### config.mk
export PLATFORM = sky130hd
export DESIGN_NAME = ccu_top
export DESIGN_NICKNAME = d
export VERILOG_FILES = /design/src/design/ccu_pkg.sv /design/src/design/ccu_req_arbiter.sv /design/src/design/ccu_dispatch.sv /design/src/design/ccu_snoop_unit.sv /design/src/design/ccu_mem_unit.sv /design/src/design/ccu_top.sv
export SDC_FILE = /design/constraint.sdc
export NUM_CORES = 1
export LEC_CHECK = 0
export ABC_CLOCK_PERIOD_IN_PS = 5450
export BUFFER_PORTS_ARGS = -buffer_cell sky130_fd_sc_hd__buf_2
export CAP_MARGIN = 20
export CORE_AREA = 2 2 302 304
export CTS_CLUSTER_DIAMETER = 150
export DETAILED_ROUTE_END_ITERATION = 10
export DIE_AREA = 0 0 304 306
export HOLD_SLACK_MARGIN = 0.1
export PLACE_DENSITY = 0.33
export SYNTH_ARGS = -nofsm -noshare
export SYNTH_HDL_FRONTEND = slang
export SYNTH_SLANG_ARGS = --single-unit
### constraint.sdc
create_clock -name clk_i -period 5.45 [get_ports clk_i]
set_input_delay 1.09 -clock clk_i [delete_from_list [all_inputs] [get_ports clk_i]]
set_output_delay 1.09 -clock clk_i [all_outputs]
set_load 0.02 [all_outputs]
### src/design/ccu_pkg.sv
////////////////////////////////////////////////////////////
// Shared types of the four-port snoop coherence controller
// Single-word transfers only, no bursts and no byte selects
// NUM_PORTS must stay a power of two, port indices wrap
////////////////////////////////////////////////////////////
package ccu_pkg;

    localparam int unsigned NUM_PORTS  = 4;
    localparam int unsigned PORT_IDX_W = 2;
    localparam int unsigned ADDR_W     = 32;
    localparam int unsigned DATA_W     = 32;

    typedef enum logic {
        SNP_READ  = 1'b0,
        SNP_INVAL = 1'b1
    } snp_op_e;

    // Wishbone classic, one word per cycle
    typedef struct packed {
        logic              cyc;
        logic              stb;
        logic              we;
        logic [ADDR_W-1:0] addr;
        logic [DATA_W-1:0] data;
    } wb_req_t;

    typedef struct packed {
        logic              ack;
        logic [DATA_W-1:0] data;
    } wb_rsp_t;

    typedef struct packed {
        logic              valid;
        snp_op_e           op;
        logic [ADDR_W-1:0] addr;
    } snoop_req_t;

    typedef struct packed {
        logic              valid;
        logic              hit;
        logic [DATA_W-1:0] data;
    } snoop_rsp_t;

    typedef struct packed {
        logic [PORT_IDX_W-1:0] port;
        logic                  we;
        logic [ADDR_W-1:0]     addr;
        logic [DATA_W-1:0]     data;
    } xact_t;

endpackage

### src/design/ccu_req_arbiter.sv
////////////////////////////////////////////////////////////
// Round-robin request arbiter, one grant held until done
// Masters must keep cyc and stb high until their ack
// and drop stb in the cycle after it
////////////////////////////////////////////////////////////
`timescale 1ns/1ps

module ccu_req_arbiter (
    input  logic                                      clk_i,
    input  logic                                      rst_ni,
    input  ccu_pkg::wb_req_t [ccu_pkg::NUM_PORTS-1:0] port_req_i,
    output ccu_pkg::wb_rsp_t [ccu_pkg::NUM_PORTS-1:0] port_rsp_o,
    output ccu_pkg::xact_t                            xact_o,
    output logic                                      req_valid_o,
    input  logic                                      done_i,
    input  logic [ccu_pkg::DATA_W-1:0]                rsp_data_i
);
    import ccu_pkg::*;

    logic                  busy_q;
    logic [PORT_IDX_W-1:0] last_q;
    xact_t                 xact_q;
    logic [NUM_PORTS-1:0]  req_vec;
    logic [NUM_PORTS-1:0]  ack_vec;
    logic                  pick_valid;
    logic [PORT_IDX_W-1:0] pick_idx;

    always_comb begin
        for (int i = 0; i < NUM_PORTS; i++) begin
            req_vec[i]         = port_req_i[i].cyc && port_req_i[i].stb;
            ack_vec[i]         = busy_q && done_i && (last_q == PORT_IDX_W'(i));
            port_rsp_o[i].ack  = ack_vec[i];
            port_rsp_o[i].data = rsp_data_i;
        end
    end

    // Search starts after the last granted port, which comes last
    always_comb begin
        logic [PORT_IDX_W-1:0] idx;
        pick_valid = 1'b0;
        pick_idx   = last_q;
        for (int k = 1; k <= NUM_PORTS; k++) begin
            idx = last_q + PORT_IDX_W'(k);
            if (!pick_valid && req_vec[idx]) begin
                pick_valid = 1'b1;
                pick_idx   = idx;
            end
        end
    end

    always_ff @(posedge clk_i or negedge rst_ni) begin
        if (!rst_ni) begin
            busy_q <= 1'b0;
            last_q <= PORT_IDX_W'(NUM_PORTS - 1);
        end else if (!busy_q) begin
            if (pick_valid) begin
                busy_q <= 1'b1;
                last_q <= pick_idx;
            end
        end else if (done_i) begin
            busy_q <= 1'b0;
        end
    end

    always_ff @(posedge clk_i) begin
        if (!busy_q && pick_valid) begin
            xact_q.port <= pick_idx;
            xact_q.we   <= port_req_i[pick_idx].we;
            xact_q.addr <= port_req_i[pick_idx].addr;
            xact_q.data <= port_req_i[pick_idx].data;
        end
    end

    assign xact_o      = xact_q;
    assign req_valid_o = busy_q;

    // Ack goes only to a master that still holds its strobe
    a_ack_to_requester: assert property (@(posedge clk_i) disable iff (!rst_ni)
        (ack_vec & ~req_vec) == '0);

endmodule

### src/design/ccu_dispatch.sv
////////////////////////////////////////////////////////////
// Transaction sequencer: snoop first, then memory if needed
// Read hits complete from snoop data, memory is untouched
// Writes always invalidate the other caches, then go to memory
////////////////////////////////////////////////////////////
`timescale 1ns/1ps

module ccu_dispatch (
    input  logic                       clk_i,
    input  logic                       rst_ni,
    input  ccu_pkg::xact_t             xact_i,
    input  logic                       req_valid_i,
    output logic                       done_o,
    output logic [ccu_pkg::DATA_W-1:0] rsp_data_o,
    output logic                       snp_start_o,
    output ccu_pkg::snp_op_e           snp_op_o,
    input  logic                       snp_done_i,
    input  logic                       snp_hit_i,
    input  logic [ccu_pkg::DATA_W-1:0] snp_data_i,
    output logic                       mem_start_o,
    input  logic                       mem_done_i,
    input  logic [ccu_pkg::DATA_W-1:0] mem_data_i
);
    import ccu_pkg::*;

    typedef enum logic [1:0] {
        IDLE,
        SNOOP,
        MEM,
        DONE
    } state_e;

    state_e            state_q;
    state_e            state_d;
    logic              snp_start_d;
    logic              mem_start_d;
    logic [DATA_W-1:0] data_q;

    always_comb begin
        state_d     = state_q;
        snp_start_d = 1'b0;
        mem_start_d = 1'b0;
        unique case (state_q)
            IDLE: begin
                if (req_valid_i) begin
                    state_d     = SNOOP;
                    snp_start_d = 1'b1;
                end
            end
            SNOOP: begin
                if (snp_done_i) begin
                    if (!xact_i.we && snp_hit_i) begin
                        state_d = DONE;
                    end else begin
                        state_d     = MEM;
                        mem_start_d = 1'b1;
                    end
                end
            end
            MEM: begin
                if (mem_done_i) state_d = DONE;
            end
            DONE:    state_d = IDLE;
            default: state_d = IDLE;
        endcase
    end

    always_ff @(posedge clk_i or negedge rst_ni) begin
        if (!rst_ni) begin
            state_q     <= IDLE;
            snp_start_o <= 1'b0;
            mem_start_o <= 1'b0;
        end else begin
            state_q     <= state_d;
            snp_start_o <= snp_start_d;
            mem_start_o <= mem_start_d;
        end
    end

    // Response word, from the first snoop hit or from memory
    always_ff @(posedge clk_i) begin
        if (state_q == SNOOP && snp_done_i) begin
            data_q <= snp_data_i;
        end else if (state_q == MEM && mem_done_i) begin
            data_q <= mem_data_i;
        end
    end

    assign snp_op_o   = xact_i.we ? SNP_INVAL : SNP_READ;
    assign done_o     = (state_q == DONE);
    assign rsp_data_o = data_q;

    // A read that hit in a cache never starts a memory cycle
    a_hit_no_mem: assert property (@(posedge clk_i) disable iff (!rst_ni)
        mem_start_o |-> xact_i.we || !snp_hit_i);

endmodule

### src/design/ccu_snoop_unit.sv
////////////////////////////////////////////////////////////
// Snoops every cache except the requester's own
// Waits for one answer per snooped cache, without timeout
// Keeps the data of the lowest-index cache that hit
////////////////////////////////////////////////////////////
`timescale 1ns/1ps

module ccu_snoop_unit (
    input  logic                                         clk_i,
    input  logic                                         rst_ni,
    input  logic                                         snp_start_i,
    input  ccu_pkg::snp_op_e                             snp_op_i,
    input  ccu_pkg::xact_t                               xact_i,
    output ccu_pkg::snoop_req_t [ccu_pkg::NUM_PORTS-1:0] snoop_req_o,
    input  ccu_pkg::snoop_rsp_t [ccu_pkg::NUM_PORTS-1:0] snoop_rsp_i,
    output logic                                         snp_done_o,
    output logic                                         snp_hit_o,
    output logic [ccu_pkg::DATA_W-1:0]                   snp_data_o
);
    import ccu_pkg::*;

    logic                  active_q;
    snp_op_e               op_q;
    logic [NUM_PORTS-1:0]  mask_q;
    logic [NUM_PORTS-1:0]  answered_q;
    logic [NUM_PORTS-1:0]  hit_q;
    logic                  done_q;
    logic [DATA_W-1:0]     data_q;
    logic [NUM_PORTS-1:0]  rsp_vec;
    logic [NUM_PORTS-1:0]  accept;
    logic [NUM_PORTS-1:0]  new_hit;
    logic [NUM_PORTS-1:0]  all_hit;
    logic [NUM_PORTS-1:0]  answered_d;
    logic [PORT_IDX_W-1:0] first_idx;
    logic                  last_answer;

    always_comb begin
        first_idx = '0;
        for (int i = 0; i < NUM_PORTS; i++) begin
            snoop_req_o[i].valid = active_q && mask_q[i];
            snoop_req_o[i].op    = op_q;
            snoop_req_o[i].addr  = xact_i.addr;
            rsp_vec[i]           = snoop_rsp_i[i].valid;
            accept[i]            = rsp_vec[i] && active_q && mask_q[i];
            new_hit[i]           = accept[i] && snoop_rsp_i[i].hit;
        end
        all_hit    = hit_q | new_hit;
        answered_d = answered_q | accept;
        // Lowest index wins, whether it hit earlier or in this cycle
        for (int i = NUM_PORTS - 1; i >= 0; i--) begin
            if (all_hit[i]) first_idx = PORT_IDX_W'(i);
        end
        last_answer = active_q && (answered_d == mask_q);
    end

    always_ff @(posedge clk_i or negedge rst_ni) begin
        if (!rst_ni) begin
            active_q   <= 1'b0;
            op_q       <= SNP_READ;
            mask_q     <= '0;
            answered_q <= '0;
            hit_q      <= '0;
            done_q     <= 1'b0;
        end else begin
            done_q <= last_answer;
            if (snp_start_i) begin
                active_q   <= 1'b1;
                op_q       <= snp_op_i;
                mask_q     <= ~(NUM_PORTS'(1) << xact_i.port);
                answered_q <= '0;
                hit_q      <= '0;
            end else if (active_q) begin
                answered_q <= answered_d;
                hit_q      <= all_hit;
                if (last_answer) active_q <= 1'b0;
            end
        end
    end

    always_ff @(posedge clk_i) begin
        if (new_hit[first_idx]) data_q <= snoop_rsp_i[first_idx].data;
    end

    assign snp_done_o = done_q;
    assign snp_hit_o  = |hit_q;
    assign snp_data_o = data_q;

    // Only snooped caches answer, each one exactly once per snoop
    a_rsp_expected: assert property (@(posedge clk_i) disable iff (!rst_ni)
        (rsp_vec & ~(mask_q & ~answered_q & {NUM_PORTS{active_q}})) == '0);

endmodule

### src/design/ccu_mem_unit.sv
////////////////////////////////////////////////////////////
// Wishbone classic master towards memory, one word per cycle
// Address, we and data come straight from the held request
////////////////////////////////////////////////////////////
`timescale 1ns/1ps

module ccu_mem_unit (
    input  logic                       clk_i,
    input  logic                       rst_ni,
    input  logic                       mem_start_i,
    input  ccu_pkg::xact_t             xact_i,
    output ccu_pkg::wb_req_t           mem_req_o,
    input  ccu_pkg::wb_rsp_t           mem_rsp_i,
    output logic                       mem_done_o,
    output logic [ccu_pkg::DATA_W-1:0] mem_data_o
);
    import ccu_pkg::*;

    logic              cyc_q;
    logic              done_q;
    logic [DATA_W-1:0] data_q;

    always_comb begin
        mem_req_o.cyc  = cyc_q;
        mem_req_o.stb  = cyc_q;
        mem_req_o.we   = xact_i.we;
        mem_req_o.addr = xact_i.addr;
        mem_req_o.data = xact_i.data;
    end

    always_ff @(posedge clk_i or negedge rst_ni) begin
        if (!rst_ni) begin
            cyc_q  <= 1'b0;
            done_q <= 1'b0;
        end else begin
            done_q <= cyc_q && mem_rsp_i.ack;
            if (mem_start_i) begin
                cyc_q <= 1'b1;
            end else if (cyc_q && mem_rsp_i.ack) begin
                cyc_q <= 1'b0;
            end
        end
    end

    // Read word is captured on ack, ignored for writes
    always_ff @(posedge clk_i) begin
        if (cyc_q && mem_rsp_i.ack) data_q <= mem_rsp_i.data;
    end

    assign mem_done_o = done_q;
    assign mem_data_o = data_q;

    // Slave acks only inside a running cycle
    a_ack_in_cyc: assert property (@(posedge clk_i) disable iff (!rst_ni)
        mem_rsp_i.ack |-> mem_req_o.cyc && mem_req_o.stb);

    // Request stays put until the slave acks
    a_req_hold: assert property (@(posedge clk_i) disable iff (!rst_ni)
        mem_req_o.stb && !mem_rsp_i.ack
        |=> mem_req_o.stb && $stable(mem_req_o.addr) && $stable(mem_req_o.we));

endmodule

### src/design/ccu_top.sv
////////////////////////////////////////////////////////////
// Snoop coherence controller for four processor ports
// One transaction in flight, caches and memory may stall it
////////////////////////////////////////////////////////////
`timescale 1ns/1ps

module ccu_top (
    input  logic                                         clk_i,
    input  logic                                         rst_ni,
    input  ccu_pkg::wb_req_t    [ccu_pkg::NUM_PORTS-1:0] port_req_i,
    output ccu_pkg::wb_rsp_t    [ccu_pkg::NUM_PORTS-1:0] port_rsp_o,
    output ccu_pkg::snoop_req_t [ccu_pkg::NUM_PORTS-1:0] snoop_req_o,
    input  ccu_pkg::snoop_rsp_t [ccu_pkg::NUM_PORTS-1:0] snoop_rsp_i,
    output ccu_pkg::wb_req_t                             mem_req_o,
    input  ccu_pkg::wb_rsp_t                             mem_rsp_i
);
    import ccu_pkg::*;

    xact_t             xact;
    logic              req_valid;
    logic              done;
    logic [DATA_W-1:0] rsp_data;
    logic              snp_start;
    snp_op_e           snp_op;
    logic              snp_done;
    logic              snp_hit;
    logic [DATA_W-1:0] snp_data;
    logic              mem_start;
    logic              mem_done;
    logic [DATA_W-1:0] mem_data;

    ccu_req_arbiter i_arbiter (
        .clk_i       (clk_i),
        .rst_ni      (rst_ni),
        .port_req_i  (port_req_i),
        .port_rsp_o  (port_rsp_o),
        .xact_o      (xact),
        .req_valid_o (req_valid),
        .done_i      (done),
        .rsp_data_i  (rsp_data)
    );

    ccu_dispatch i_dispatch (
        .clk_i       (clk_i),
        .rst_ni      (rst_ni),
        .xact_i      (xact),
        .req_valid_i (req_valid),
        .done_o      (done),
        .rsp_data_o  (rsp_data),
        .snp_start_o (snp_start),
        .snp_op_o    (snp_op),
        .snp_done_i  (snp_done),
        .snp_hit_i   (snp_hit),
        .snp_data_i  (snp_data),
        .mem_start_o (mem_start),
        .mem_done_i  (mem_done),
        .mem_data_i  (mem_data)
    );

    ccu_snoop_unit i_snoop_unit (
        .clk_i       (clk_i),
        .rst_ni      (rst_ni),
        .snp_start_i (snp_start),
        .snp_op_i    (snp_op),
        .xact_i      (xact),
        .snoop_req_o (snoop_req_o),
        .snoop_rsp_i (snoop_rsp_i),
        .snp_done_o  (snp_done),
        .snp_hit_o   (snp_hit),
        .snp_data_o  (snp_data)
    );

    ccu_mem_unit i_mem_unit (
        .clk_i       (clk_i),
        .rst_ni      (rst_ni),
        .mem_start_i (mem_start),
        .xact_i      (xact),
        .mem_req_o   (mem_req_o),
        .mem_rsp_i   (mem_rsp_i),
        .mem_done_o  (mem_done),
        .mem_data_o  (mem_data)
    );

endmodule

[After elaboration in Yosys (flattened, before gate mapping)]
Cells that the tools add are included.
Storage, ports and cells
  word-level logic and storage cells: 142
  flip-flop bits (word level): 187
  bits of input ports: 439
  output and inout bits: 335
Operators by class
  equality and inequality tests: 10
  bitwise logic cells: 4
  shift-type cells: 1
  add/subtract/negate cells: 3
  reduce and logical (&&, ||, !) cells: 47
  multiplexer cells: 51
  order comparisons: 6
Operator list (count)
  binary-select mux 67 bit (select 2 bit): 1
  2-to-1 mux 32 bit: 3
  binary-select mux 34 bit (select 2 bit): 1
  2-to-1 mux 65 bit: 1
  logical AND 1 bit: 34
  2-to-1 mux 1 bit: 24
  2-to-1 mux 2 bit: 11
  less-than comparator 2 x 3 -> 1 bit (second input constant): 6
  2-to-1 mux 4 bit: 4
  binary-select mux 1 bit (select 2 bit): 5
  == test 2 bit (second input constant): 4
  OR 4 bit: 2
  case mux 2 bit (4 select lines): 1
  nonzero test 2 bit: 3
  zero test 1 bit: 5
  adder 2 bit (second input constant): 2
  == test 2 x 1 -> 1 bit (second input constant): 2
  == test 4 bit: 1
  zero test 2 bit: 2
  inequality test 2 x 1 -> 1 bit (second input constant): 2
  NOT 4 bit: 1
  OR reduction 4 bit: 1
  << shifter 1 x 2 -> 4 bit (first input constant): 1
  AND reduction 3 bit: 1
  other kinds (4): 4

[Depth between registers and ports, before layout]
  word-level depth: 15
  depth in mapped cells: 10
  mapped depth without buffers: 7

[By module]
From an unflattened synthesis, not the netlist that was laid out.
Unflattened totals
  cells, all modules: 1014
  area, all modules: 12423.2 um^2
By module, submodules not included
  ccu_req_arbiter: cells an instance 452, times used 1, area each 5431.5 um^2, seq. area each 2089.5 um^2
  ccu_snoop_unit: cells an instance 364, times used 1, area each 3826.2 um^2, seq. area each 1336.3 um^2
  ccu_dispatch: cells an instance 94, times used 1, area each 1632.8 um^2, seq. area each 1061.0 um^2
  ccu_mem_unit: cells an instance 104, times used 1, area each 1532.7 um^2, seq. area each 1011.0 um^2

[Worst setup path before layout]
No wires, ideal clock.
  kind: input to register
  start: input port_req_i[66] (netlist name)
  end: register i_arbiter.last_q[0]
  cell stages on the path: 5
  path buffers: 0
  library setup time: 0.075 ns
  setup slack: 0.568 ns
  required time: 5.375 ns
  data arrival time: 4.807 ns
  cells stage by stage: nand2_1 > nand4_1 > nor2b_1 > nor2b_1 > xnor2_1
On the way
  cells in the longest elaborated chain, start to end: 14
  elaborated cells between the ends (all ways): 24
  those cells by class: mux (16); reduce/logical (8)
RTL lines
  start: declaration: RTL line ccu_top.sv:10  | input ccu_pkg::wb_req_t [ccu_pkg::NUM_PORTS-1:0] port_req_i,
  logical AND 1 bit *: RTL line ccu_req_arbiter.sv:30  | req_vec[i] = port_req_i[i].cyc && port_req_i[i].stb;
  binary-select mux 1 bit (select 2 bit): RTL line ccu_req_arbiter.sv:44  | if (!pick_valid && req_vec[idx]) begin
  2-to-1 mux 1 bit (not written as such): RTL line ccu_req_arbiter.sv:44
  2-to-1 mux 1 bit: RTL line ccu_req_arbiter.sv:44
  zero test 1 bit: RTL line ccu_req_arbiter.sv:44
  logical AND 1 bit: RTL line ccu_req_arbiter.sv:44
  2-to-1 mux 1 bit: RTL line ccu_req_arbiter.sv:44
  zero test 1 bit: RTL line ccu_req_arbiter.sv:44
  logical AND 1 bit: RTL line ccu_req_arbiter.sv:44
  2-to-1 mux 1 bit: RTL line ccu_req_arbiter.sv:44
  zero test 1 bit: RTL line ccu_req_arbiter.sv:44
  logical AND 1 bit: RTL line ccu_req_arbiter.sv:44
  2-to-1 mux 1 bit: RTL line ccu_req_arbiter.sv:44
  AND reduction 2 bit (no line)
  end signal: assignment: RTL line ccu_req_arbiter.sv:54  | last_q <= PORT_IDX_W'(NUM_PORTS - 1);
  end signal: assignment: RTL line ccu_req_arbiter.sv:58  | last_q <= pick_idx;
  end: declaration: RTL line ccu_req_arbiter.sv:21  | logic [PORT_IDX_W-1:0] last_q;
Mark *: on every way between the ends. The rest lies on a longest branch, timed or not. The select of a mux whose other input is x is not followed.
A chain may end at the register's enable or synchronous reset.

==> summary.txt <==
Outcome
  – Status: finished, final reports clean

Placed design
  – Post-DP HPWL: 38500 um
  – Placed Cells: between 2000 and 3000
  – GPL Wtd Cong: 0.805
  – Buffers on Ports: just under 800

Critical path
  – Startpoint Class: flip-flop
  – WP data required: 4.36 ns
  – WP depth: 4
  – CP max FO: 8
  – Crit-path cells: inv_1 > ha_1 > and3_1 > buf_2
  – CP endpoint kind: output port
  – Critical Path Source: i_arbiter.last_q[0]
  – Worst Reg-to-Reg Cells: 8
  – Slowest cell on the critical path: dfstp_2
  – Largest delay share family, worst path: flip-flops
  – End of the critical path: port_rsp_o[32]
  – R2R Path Start: i_arbiter.last_q[0]
  – Buf/Inv on CP: 2
  – Arr. time, crit path: 2.06 ns
  – Worst r2r dst: i_arbiter.xact_o[57]
  – Critical path class: reg -> out
  – Register-to-register path setup slack: 2.36 ns
  – Slowest stage delay, CP: 0.62 ns

Clock tree
  – Clock root cell: clkbuf_16
  – TritonCTS clock tree: done
  – Htree depth: 4
  – CTS Buf Count: 17
  – Post-CTS setup buffer count: 0
  – Clock Latency Late Sink: 0.51 ns
  – Cts hold-fix bufs: 0
  – Clk sink count: 187
  – Clock slew at reported path FFs: around 0.090 ns
  – Cts repair resizes: 0
  – CTS max path bufs: 2

Yosys
  – Post-synthesis mux area share: between 20% and 30%
  – Cells after Synth: 1005
  – Prevailing post-synth register cell: edfxtp_1
  – Simple-Gate Fraction of Synth Area: 3.95%
  – Asr flop ratio synth: 12.8%
  – Post-synth EDFFs: 163
  – Post-Synthesis Cell Area: 12000 sq um
  – Synth Area in Compound Gates: 3.33%
  – Post-synth cell types: 45
  – Largest family of logic cells by synthesized area: multiplexers
  – Post-synthesis xor/xnor area fraction: 0.145%
  – Seq/Total Area, Yosys: 45.6%
  – Total number of yosys warnings: 0
  – Synthesized flop and latch total: 187
  – Post-synthesis adder-cell area fraction: 0.935%
  – Syn nets: 1453
  – Avg Inst Size Synth: approximately 12 sq um

Route
  – Final WL: between 40000 and 50000 um
  – Routed Antenna Nets: 0
  – Drt via density: roughly 3.4
  – TritonRoute pass-1 iters: 4
  – Starting DRT DRC Count: about 340
  – Post-route DRC violation count: 0
  – Vias: 8995
  – Drt wl/cell: between 15 and 20 um

Floorplan
  – Chip Height: around 310 um
  – Die width: 304 um
  – Initial Utilization: between 10 and 15%
  – Top-Level Pins: ~770
  – Num rows: 110
  – Die ar.: 93000 sq um
  – CORE AREA: approximately 90000 sq um

STA
  – Final period util: 57.7%
  – Worst-margin pin slew: 0.954 ns
  – Final hold violation count: 0
  – # setup viols final: 0
  – Final Max Slew Viols: 0
  – Max Clk Rate: 318 MHz
  – RSZ-0062 raised after global routing: false
  – Tmin final: 3.15 ns
  – Setup TNS: 0 ns
  – Clock Skews: approximately 0.014 ns
  – Relative slew slack: a little over a third

Cells and area
  – Area grow syn2layout: 30.9%
  – Share of cells above drive strength 1: between 50 and 60%
  – FILL cells: 9985
  – # nets final: 1922
  – Finished Core Util: around 18%
  – Layout Cells excl Fill: 2670

Power
  – Clk pwr share: between 10% and 20%
  – Switch Pwr: 3930 uW
  – Total Power: just under 9000 uW
  – Sequential share of power: between 20 and 30%
  – Combinational share of power: 54.7%
  – Switch share: 45.3%
  – P_int: 4750 uW
  – Peak VDD IR: 436 uV
  – Leak pwr: 0.00744 uW
  – PwrDens: roughly 550 nW/um^2

GRT
  – Gr usage total: 9.80%
  – Met1 usage: 10.4%
  – Number of global-route vias before repair: 9375
  – Antenna violations before repair: 21
  – Met3 Use GR: 3.69%
  – Global route overflow: 0
  – First-pass GRT wire length: 64800 um
  – Global routing's busiest layer: met2
  – Routing usage on met2: 17.4%
  – Largest net degree at the start of global routing: 74

Flow run
  – Total of max-cap violations: 0

Hold path
  – Hold WC Path Type: reg -> reg
## synthesized netlist by cell type, drive strengths merged, types with 3 or more instances
master / instances / share of area (%)
a31oi: 3 / 0.16
nand2b: 3 / 0.16
a21oi: 9 / 0.37
o21ai: 37 / 1.5
clkbuf: 19 / 0.59
edfxtp: 163 / 41
nand2: 19 / 0.59
ha: 9 / 0.93
nand3: 3 / 0.12
dfrtp: 22 / 4.6
nor2: 12 / 0.37
and3: 5 / 0.26
mux2: 34 / 3.2
or3: 32 / 1.7
mux2i: 259 / 22
buf: 319 / 20
inv: 20 / 0.62
and2: 5 / 0.26
nand3b: 3 / 0.19
## power groups by stage
stage / logic [uW] / registers (uW) / clock network (uW)
2_1_floorplan: 4090 / 2480 / 0
6_report: 4750 / 2560 / 1370
4_1_cts: 4900 / 2590 / 1460
5_1_grt: 5170 / 2630 / 1480
3_5_place_dp: 4890 / 2620 / 0
3_3_place_gp: 4850 / 2610 / 0
## how the worst min path moves through the flow
stage,from,end,cells past startpoint
2_1_floorplan,i_dispatch.mem_start_o,i_mem_unit.cyc_q,1
3_3_place_gp,i_dispatch.mem_start_o,i_mem_unit.cyc_q,1
3_5_place_dp,i_dispatch.mem_start_o,i_mem_unit.cyc_q,1
4_1_cts,i_dispatch.mem_start_o,i_mem_unit.cyc_q,1
5_1_grt,i_dispatch.mem_start_o,i_mem_unit.cyc_q,1
6_report,i_dispatch.mem_start_o,i_mem_unit.cyc_q,1
## cell usage in the layout, fill, tap and decap left out, types with 12 or more instances in the layout
| cell | instances |
|---|---|
| edfxtp_1 | 163 |
| buf_2 | 773 |
| mux2i_1 | 259 |
| dfrtp_1 | 22 |
| or3_1 | 32 |
| clkbuf_16 | 17 |
| mux2_2 | 34 |
| o21ai_0 | 35 |
| nor2_1 | 12 |
| inv_1 | 19 |
| nand2_1 | 16 |
## layout make-up
| cell class | instances | area [sq um] | share of cell area (%) |
|---|---|---|---|
| tap | 1176 | 1470 | 9.33 |
| antenna | 7 | 17.5 | 0.111 |
| multi-input combinational | 460 | 4070 | 25.8 |
| sequential | 187 | 5500 | 34.9 |
| timing repair buffer | 788 | 4030 | 25.6 |
| inverter | 20 | 75.1 | 0.476 |
| clock inverter | 15 | 174 | 1.10 |
| clock buffer | 17 | 425 | 2.70 |
## per-layer routing
| metal | share of wire [%] | vias to the layer above |
|---|---|---|
| met3 | 8.8 | 64 |
| met5 | 0.20 | - |
| met4 | 3.3 | 12 |
| met1 | 37 | 4199 |
| li1 | - | 4242 |
| met2 | 51 | 478 |
## flip-flops by register name (all words and copies together) (netlist names)
register / flops
i_mem_unit.cyc_q: 1
i_snoop_unit.snp_done_o: 1
i_dispatch.mem_start_o: 1
i_dispatch.rsp_data_o: 32
i_snoop_unit.answered_q: 4
i_arbiter.req_valid_o: 1
i_snoop_unit.hit_q: 4
i_arbiter.xact_o: 67
i_dispatch.snp_start_o: 1
i_mem_unit.mem_done_o: 1
i_dispatch.state_q: 2
i_snoop_unit.active_q: 1
i_snoop_unit.snp_data_o: 32
i_snoop_unit.op_q: 1
i_mem_unit.mem_data_o: 32
i_arbiter.last_q: 2
i_snoop_unit.mask_q: 4
## logic make-up after synthesis
family / after synthesis
buffers and inverters: 358
multiplexers: 294
flip-flops: 187
AND/OR/NAND/NOR: 88
AO/OA/AOI/OAI: 67
adder cells (fa/ha/maj): 9
XOR/XNOR: 2
## per-stage QoR
stage	setup WS, ns	cell area (sq um)	hold WS, ns
finish	2.30	15800	0.457
detailed placement	1.83	15100	0.437
global route	2.11	15800	0.471
global placement	1.89	15100	0.424
floorplan	0.568	12000	0.404
CTS	2.21	15700	0.473
(Power assumes the default switching activity.)
